===== config.mk =====
export PLATFORM = sky130hd
export DESIGN_NAME = alu
export DESIGN_NICKNAME = d
export VERILOG_FILES = /design/src/rtl/alu_pkg.sv /design/src/rtl/alu_stage_if.sv /design/src/rtl/alu.sv /design/src/rtl/alu_result_stage.sv /design/src/rtl/alu_datapath.sv /design/src/rtl/alu_cond_eval.sv
export VERILOG_INCLUDE_DIRS = /design/src /design/src/rtl
export SDC_FILE = /design/constraint.sdc
export NUM_CORES = 1
export LEC_CHECK = 0
export ABC_AREA = 1
export BUFFER_PORTS_ARGS = -buffer_cell sky130_fd_sc_hd__buf_2
export CAP_MARGIN = 20
export CORE_MARGIN = 3
export CORE_UTILIZATION = 38
export CTS_CLUSTER_SIZE = 8
export DETAILED_ROUTE_END_ITERATION = 12
export GPL_TIMING_DRIVEN = 0
export PLACE_DENSITY = 0.71
export SLEW_MARGIN = 15
export SYNTH_ARGS = -nofsm -noshare
export SYNTH_HDL_FRONTEND = slang
export SYNTH_HIERARCHICAL = 1
export SYNTH_SLANG_ARGS = --single-unit

===== constraint.sdc =====
create_clock -name clk -period 2.7 [get_ports clk]
set_clock_uncertainty 0.15 [all_clocks]
set_input_delay 0 -clock clk [delete_from_list [all_inputs] [get_ports clk]]
set_output_delay 0 -clock clk [all_outputs]
set_load 0.01 [all_outputs]

===== src/rtl/alu_defines.svh =====
`ifndef ALU_DEFINES_SVH
`define ALU_DEFINES_SVH

// operand and result width
`define ALU_DATA_W 64

// narrow op width with the upper half zeroed
`define ALU_HALF_W 32

// c o a s z p
`define ALU_FLAGS_W 6

// aux carry taken out of this bit
`define ALU_AUX_BIT 3

// parity looks at the low byte only
`define ALU_PAR_W 8

`endif

===== src/rtl/alu_pkg.sv =====
package alu_pkg;

  typedef enum logic [3:0] {
    OP_ADD   = 4'd0,
    OP_SUB   = 4'd1,
    OP_AND   = 4'd2,
    OP_OR    = 4'd3,
    OP_XOR   = 4'd4,
    OP_MOV   = 4'd5,
    OP_ZXT8  = 4'd6,
    OP_ZXT16 = 4'd7,
    OP_SXT8  = 4'd8,
    OP_SXT16 = 4'd9,
    OP_SXT32 = 4'd10,
    OP_CMOV  = 4'd11,
    OP_CSET  = 4'd12
  } op_e;

  // low bit of each pair inverts the condition
  typedef enum logic [3:0] {
    COND_Z   = 4'd0,  COND_NZ  = 4'd1,
    COND_S   = 4'd2,  COND_NS  = 4'd3,
    COND_UGT = 4'd4,  COND_ULE = 4'd5,
    COND_UGE = 4'd6,  COND_ULT = 4'd7,
    COND_SGT = 4'd8,  COND_SLE = 4'd9,
    COND_SGE = 4'd10, COND_SLT = 4'd11,
    COND_O   = 4'd12, COND_NO  = 4'd13,
    COND_P   = 4'd14, COND_NP  = 4'd15
  } cond_e;

  typedef enum logic [1:0] {
    FK_NONE  = 2'd0,
    FK_ARITH = 2'd1,
    FK_LOGIC = 2'd2
  } flag_kind_e;

  typedef struct packed {
    logic c;
    logic o;
    logic a;
    logic s;
    logic z;
    logic p;
  } flags_t;

endpackage


===== src/rtl/alu_stage_if.sv =====
`timescale 1ns/1ps
`include "alu_defines.svh"

// datapath outputs handed to the result register
interface alu_stage_if;
  import alu_pkg::*;

  logic [`ALU_DATA_W-1:0] res;
  logic                   c;    // borrow for sub
  logic                   o;
  logic                   a;
  logic                   s;
  flag_kind_e             kind;

  modport src (
    output res, c, o, a, s, kind
  );

  modport dst (
    input res, c, o, a, s, kind
  );

endinterface


===== src/rtl/alu.sv =====
`timescale 1ns/1ps
`include "alu_defines.svh"

module alu (
  input  logic                    clk,
  input  logic                    rst,
  input  logic                    data_en,
  input  logic                    set_flags,
  input  logic                    thread,
  input  logic                    except,
  input  logic                    except_thread,
  input  logic [3:0]              op,
  input  logic                    wide,
  input  logic [3:0]              cond,
  input  logic [`ALU_DATA_W-1:0]  val1,
  input  logic [`ALU_DATA_W-1:0]  val2,
  input  logic [`ALU_FLAGS_W-1:0] flags_in,
  output logic [`ALU_DATA_W-1:0]  res,
  output logic [`ALU_FLAGS_W-1:0] ret_flags,
  output logic                    ret_sets_flags,
  output logic                    ret_en
);
  import alu_pkg::*;

  alu_stage_if st_if ();

  alu_datapath datapath_i (
    .a        (val1),
    .b        (val2),
    .op       (op_e'(op)),
    .wide     (wide),
    .cond     (cond_e'(cond)),
    .flags_in (flags_in),
    .st       (st_if.src)
  );

  alu_result_stage result_i (
    .clk            (clk),
    .rst            (rst),
    .st             (st_if.dst),
    .data_en        (data_en),
    .set_flags      (set_flags),
    .thread         (thread),
    .except         (except),
    .except_thread  (except_thread),
    .res            (res),
    .ret_flags      (ret_flags),
    .ret_sets_flags (ret_sets_flags),
    .ret_en         (ret_en)
  );

endmodule


===== src/rtl/alu_result_stage.sv =====
`timescale 1ns/1ps
`include "alu_defines.svh"

module alu_result_stage (
  input  logic                   clk,
  input  logic                   rst,
  alu_stage_if.dst               st,
  input  logic                   data_en,
  input  logic                   set_flags,
  input  logic                   thread,
  input  logic                   except,
  input  logic                   except_thread,
  output logic [`ALU_DATA_W-1:0] res,
  output alu_pkg::flags_t        ret_flags,
  output logic                   ret_sets_flags,
  output logic                   ret_en
);
  import alu_pkg::*;

  flag_kind_e kind_q;
  logic       c_q;
  logic       o_q;
  logic       a_q;
  logic       s_q;
  logic       except_q;
  logic       except_thread_q;
  logic       kill;

  // exception now or one cycle ago on this op's thread
  assign kill = (except && except_thread == thread) ||
                (except_q && except_thread_q == thread);

  always_ff @(posedge clk) begin
    if (rst) begin
      res             <= '0;
      kind_q          <= FK_NONE;
      ret_sets_flags  <= 1'b0;
      ret_en          <= 1'b0;
      except_q        <= 1'b0;
      except_thread_q <= 1'b0;
    end else begin
      res             <= st.res;
      kind_q          <= st.kind;
      ret_sets_flags  <= set_flags & data_en;
      ret_en          <= data_en & ~kill;
      except_q        <= except;
      except_thread_q <= except_thread;
    end
  end

  always_ff @(posedge clk) begin
    c_q <= st.c;
    o_q <= st.o;
    a_q <= st.a;
    s_q <= st.s;
  end

  always_comb begin
    ret_flags = '0;
    if (ret_sets_flags && kind_q != FK_NONE) begin
      if (kind_q == FK_ARITH) begin
        ret_flags.c = c_q;
        ret_flags.o = o_q;
        ret_flags.a = a_q;
      end
      ret_flags.s = s_q;
      ret_flags.z = (res == '0);            // narrow ops already zeroed the top
      ret_flags.p = ~^res[`ALU_PAR_W-1:0];  // even parity
    end
  end

endmodule


===== src/rtl/alu_datapath.sv =====
`timescale 1ns/1ps
`include "alu_defines.svh"

module alu_datapath (
  input  logic [`ALU_DATA_W-1:0] a,
  input  logic [`ALU_DATA_W-1:0] b,
  input  alu_pkg::op_e           op,
  input  logic                   wide,
  input  alu_pkg::cond_e         cond,
  input  alu_pkg::flags_t        flags_in,
  alu_stage_if.src               st
);
  import alu_pkg::*;

  localparam int DW = `ALU_DATA_W;
  localparam int HW = `ALU_HALF_W;
  localparam int AB = `ALU_AUX_BIT;

  logic          taken;
  logic          is_sub;
  logic          is_ext;
  logic [DW-1:0] b_add;
  logic [DW:0]   sum;
  logic [DW-1:0] res;
  logic          c_half;
  logic          c_aux;
  logic          a_top;
  logic          b_top;
  logic          sum_top;

  alu_cond_eval cond_eval_i (
    .flags (flags_in),
    .cond  (cond),
    .taken (taken)
  );

  assign is_sub = (op == OP_SUB);
  assign is_ext = op inside {OP_ZXT8, OP_ZXT16, OP_SXT8, OP_SXT16, OP_SXT32};

  // sub as a + ~b + 1
  assign b_add = is_sub ? ~b : b;
  assign sum   = {1'b0, a} + {1'b0, b_add} + {{DW{1'b0}}, is_sub};

  // carry into a bit = sum ^ a ^ b at that bit
  assign c_half = sum[HW] ^ a[HW] ^ b_add[HW];
  assign c_aux  = sum[AB+1] ^ a[AB+1] ^ b_add[AB+1];

  assign a_top   = wide ? a[DW-1] : a[HW-1];
  assign b_top   = wide ? b_add[DW-1] : b_add[HW-1];
  assign sum_top = wide ? sum[DW-1] : sum[HW-1];

  always_comb begin
    case (op)
      OP_ADD, OP_SUB: res = sum[DW-1:0];
      OP_AND:         res = a & b;
      OP_OR:          res = a | b;
      OP_XOR:         res = a ^ b;
      OP_MOV:         res = b;
      OP_ZXT8:        res = {{(DW-8){1'b0}}, b[7:0]};
      OP_ZXT16:       res = {{(DW-16){1'b0}}, b[15:0]};
      OP_SXT8:        res = {{(DW-8){b[7]}}, b[7:0]};
      OP_SXT16:       res = {{(DW-16){b[15]}}, b[15:0]};
      OP_SXT32:       res = {{(DW-HW){b[HW-1]}}, b[HW-1:0]};
      OP_CMOV:        res = taken ? b : a;
      OP_CSET:        res = {{(DW-1){1'b0}}, taken};
      default:        res = '0;
    endcase
    // extensions define their own upper half
    if (!wide && !is_ext) begin
      res[DW-1:HW] = '0;
    end
  end

  always_comb begin
    case (op)
      OP_ADD, OP_SUB:         st.kind = FK_ARITH;
      OP_AND, OP_OR, OP_XOR:  st.kind = FK_LOGIC;
      default:                st.kind = FK_NONE;
    endcase
  end

  assign st.res = res;
  assign st.c   = (wide ? sum[DW] : c_half) ^ is_sub; // borrow is inverted carry
  assign st.a   = c_aux ^ is_sub;
  assign st.o   = ~(a_top ^ b_top) & (sum_top ^ a_top);
  assign st.s   = wide ? res[DW-1] : res[HW-1];

endmodule


===== src/rtl/alu_cond_eval.sv =====
`timescale 1ns/1ps

module alu_cond_eval (
  input  alu_pkg::flags_t flags,
  input  alu_pkg::cond_e  cond,
  output logic            taken
);
  import alu_pkg::*;

  logic signed_lt;
  logic base;

  assign signed_lt = flags.s ^ flags.o;

  // positive form of each pair flipped by the low cond bit
  always_comb begin
    case (cond)
      COND_Z, COND_NZ:     base = flags.z;
      COND_S, COND_NS:     base = flags.s;
      COND_UGT, COND_ULE:  base = ~(flags.c | flags.z);
      COND_UGE, COND_ULT:  base = ~flags.c;
      COND_SGT, COND_SLE:  base = ~(signed_lt | flags.z);
      COND_SGE, COND_SLT:  base = ~signed_lt;
      COND_O, COND_NO:     base = flags.o;
      COND_P, COND_NP:     base = flags.p;
      default:             base = 1'b0;
    endcase
  end

  assign taken = base ^ cond[0];

endmodule


==> results.py <==
metrics = {
    "outcome": {
        "result_of_the_run": "complete, but fails checks",
        "failing_checks": "setup timing",
    },
    "worst_setup_path": {
        "reg2reg_setup_slack_ps": 1250,
        "startpoint_type": "input port",
        "crit_path_end": "result_i/res[60]",
        "end_kind": "flip-flop",
        "critical_path_arrival_ps": 2960,
        "worstReg2RegStart": "result_i/except_thread_q",
        "critPathRequiredTime_ps": 2830,
        "worstSetupStartpoint": "op[1]",
        "critical_path_cell_list": "buf_6 > nor2_4 > inv_4 > buf_12 > nor2_4 > buf_12 > clkbuf_16 > xor2_1 > ha_1 > inv_1 > o21ai_1 > a21oi_2 > o21ai_1 > nand3_1 > o211ai_1 > a21oi_2 > nand2_1 > nand2_1 > nand3_1 > a21oi_1 > inv_1 > nor2_4",
        "crit_path_frequent_cell": "sky130_fd_sc_hd__nor2_4",
        "number_of_buffer_and_inverter_stages_on_the_critical_path": 7,
        "largest_delay_contributor_family_on_the_critical_path": "compound AO/OA/AOI/OAI gates",
        "timing.critical_path.fanout_max": 6,
        "rr_endpoint": "result_i/ret_en",
        "ff2ff_path_depth": 4,
        "worst_path_max_delay_cell": "sky130_fd_sc_hd__ha_1",
        "cp_slowest_stage_delay_ps": 310,
        "path_class": "input port to flip-flop",
        "path_depth": 22,
    },
    "final_layout": {
        "layout-drive-gt1-share": 0.3473,
        "stdcell_count": 3049,
        "final_nets": 2941,
        "area_delta_synth_final_pct": 51.06,
        "final_core_util": 0.5858,
        "num-fill-cells": 3132,
    },
    "logic_synthesis": {
        "netlist.top_cell.by_area": "sky130_fd_sc_hd__ha_1",
        "synth_commonest_cells": "sky130_fd_sc_hd__inv_1, sky130_fd_sc_hd__nand2_1, sky130_fd_sc_hd__nor2_1, sky130_fd_sc_hd__ha_1, sky130_fd_sc_hd__a21oi_1",
        "synth_edf_count": 0,
        "synth_flop_cell": "sky130_fd_sc_hd__dfxtp_1",
        "synthDistinctLibCells": 57,
        "synth.area.top_cells": "sky130_fd_sc_hd__ha_1, sky130_fd_sc_hd__inv_1, sky130_fd_sc_hd__dfxtp_1",
        "synth_most_common_cell": "sky130_fd_sc_hd__inv_1",
        "area_share_of_the_largest_cell_type_after_synthesis": 0.1862,
        "seq_area_frac_synth": 0.1131,
        "synth_nets": 2537,
        "synth_cells": 2191,
        "yosys_register_bits": 74,
        "synth.cell_area_um2": 13100,
        "count_of_yosys_warnings_during_synthesis": 6,
        "per_instance_average_area_after_synthesis_um2": 5.980,
        "synth_async_sr_flop_share": 0,
    },
    "placed_design": {
        "placed_instance_count": 2858,
        "place.gp.congestion": 1.053,
        "dp_hpwl_um": 51910,
        "io_port_bufs": 219,
    },
    "routing": {
        "dr.first_iter.drc_count": 1553,
        "postRouteAntennaNets": 0,
        "via_per_inst": 5.645,
        "drt-pass1-iter-count": 6,
        "num_vias": 17213,
        "final_wirelength_um": 67620,
        "detail_route.wl_per_cell_um": 22.18,
        "drc": 0,
    },
    "die": {
        "die_w_um": 191.7,
        "coreArea_um2": 33780,
        "fp-row-count": 67,
        "top_level_port_count": 222,
        "die_h_um": 191.7,
        "start_util": 0.3878,
        "floorplan.die_area_um2": 36740,
    },
    "clock_network": {
        "max-clock-path-buffers": 2,
        "clock_sink_count": 74,
        "clock_latency_on_the_worst_skew_pair_ps": 370,
        "clock_root_buffer": "sky130_fd_sc_hd__clkbuf_16",
        "clkSlewWorstSetupHoldPaths_ps": 60,
        "clock_tree.htree_level_count": 3,
        "cts_buffers": 9,
        "cts_tree": "done",
    },
    "grt": {
        "globalRouteTotalUtil": 0.3500,
        "overflow": 0,
        "largest_net_degree_at_the_start_of_global_routing": 14,
        "grt_first_pass_wirelength_um": 96840,
        "first_global_vias": 16599,
        "antenna_violations_before_repair": 3,
    },
    "sta": {
        "fin_crit_ps": 2830,
        "setup_repair_after_global_routing_missed_its_margin": "yes",
        "report.final.setup_viol": 25,
        "fin_ws_ps": -130.2,
        "timing.fmax_mhz": 353.3,
        "period_share": 1.048,
        "slew_violations": 0,
        "worst_slew_pin_slew_ps": 1199,
        "timing.final.hold_violations": 0,
        "relSlewSlack": 0.2006,
    },
    "pwr": {
        "leakage_uw": 0.009153,
        "ir_worst_vdd_mv": 0.3333,
        "power.density_nw_per_um2": 341.5,
    },
    "hold_path": {
        "timing.hold.worst_path_depth": 5,
        "hold_class": "input port to flip-flop",
    },
    "flow_run": {
        "drv.max_cap_violation_count": 0,
    },
}
[layout by cell type (no fill, tap or decap), drive strengths merged, types with 40 or more instances in the layout]
| master | count |
|---|---|
| inv | 440 |
| dlygate4sd3 | 66 |
| a21oi | 173 |
| nand3 | 96 |
| ha | 195 |
| dfxtp | 74 |
| nor3 | 40 |
| nand2 | 399 |
| o21ai | 136 |
| nor2 | 283 |
| buf | 361 |
| xor2 | 68 |
[worst min-delay path by stage]
stage	start	endpoint	slack, ps
final	val1[21]	result_i/res[21]	10
after global routing	op[1]	result_i/res[63]	40
after CTS	op[1]	result_i/res[63]	0.7
after detailed placement	except	result_i/except_q	80
after global placement	except	result_i/except_q	70
after floorplan	except	result_i/except_q	-40
[worst register-to-register path: stages, from the launching register on]
cell                            delay [ps]
sky130_fd_sc_hd__dfxtp_1               330
sky130_fd_sc_hd__o21ai_0                80
sky130_fd_sc_hd__a21oi_1               170
sky130_fd_sc_hd__nor3_2                 50
sky130_fd_sc_hd__dlygate4sd3_1         550
[state kept, by name (all words and copies together) (netlist names)]
name	flops
result_i/a_q	1
result_i/c_q	1
result_i/except_q	1
result_i/except_thread_q	1
result_i/kind_q	2
result_i/o_q	1
result_i/res	64
result_i/ret_en	1
result_i/ret_sets_flags	1
result_i/s_q	1
[per-layer routing]
metal | vias to the layer above | track usage | wire length (µm)
met1 | 8184 | 0.4776 | 28880
met2 | 872 | 0.5483 | 29190
li1 | 7959 | - | -
met5 | - | 0 | 16
met4 | 2 | 0.1434 | 3218
met3 | 196 | 0.05475 | 6312
[cell type report]
cell class	count	area [µm²]	area share
multi-input combinational	1620	12600	0.6367
timing repair buffer	393	2780	0.1405
sequential	74	1481	0.07486
clock buffer	10	239.0	0.01208
antenna	1	2.502	0.0001264
tap	448	560.5	0.02832
buffer	57	370.4	0.01871
inverter	440	1667	0.08421
clock inverter	6	88.84	0.004489
[power breakdown]
group          internal (µW)  total (µW)  leakage (µW)  switching (µW)
Clock                    835        1380      0.000155             549
Sequential              1180        1220      0.000607            41.5
Combinational           1600        4150       0.00839            2550
[kinds of logic after synthesis]
logic type,Yosys count,share of synthesized area
buffers and inverters,498,0.1477
adders and majority gates,196,0.1878
DFF,74,0.1131
xor gates and xnor gates,71,0.04746
AOI/OAI and AO/OA,484,0.2231
and+or+nand+nor,868,0.2809
[stage by stage]
step | hold WS, ps | instance area (µm²) | TNS [ps] | setup slack, ps | power, µW
floorplan | -43.03 | 13100 | 0 | 41.00 | 2929
global placement | 72.52 | 14760 | -56850 | -1532 | 3957
detailed placement | 79.96 | 14760 | -56150 | -1546 | 3994
CTS | 0.7273 | 18120 | -55.66 | -17.91 | 6144
global route | 36.16 | 19790 | -5294 | -208.5 | 7109
finish | 11.21 | 19790 | -1102 | -130.2 | 6759
[timing repair]
| item | CTS | global route |
|---|---|---|
| hold buffers | 66 | 0 |
| resized for setup | 463 | 315 |
| pin swaps | 130 | 94 |
| setup buffers | 75 | 31 |
| setup endpoints to repair | 56 | 53 |
| endpoints found under the hold margin | 58 | 0 |
| gates cloned | 4 | 1 |
No activity file was read; power rests on OpenSTA's default activity.
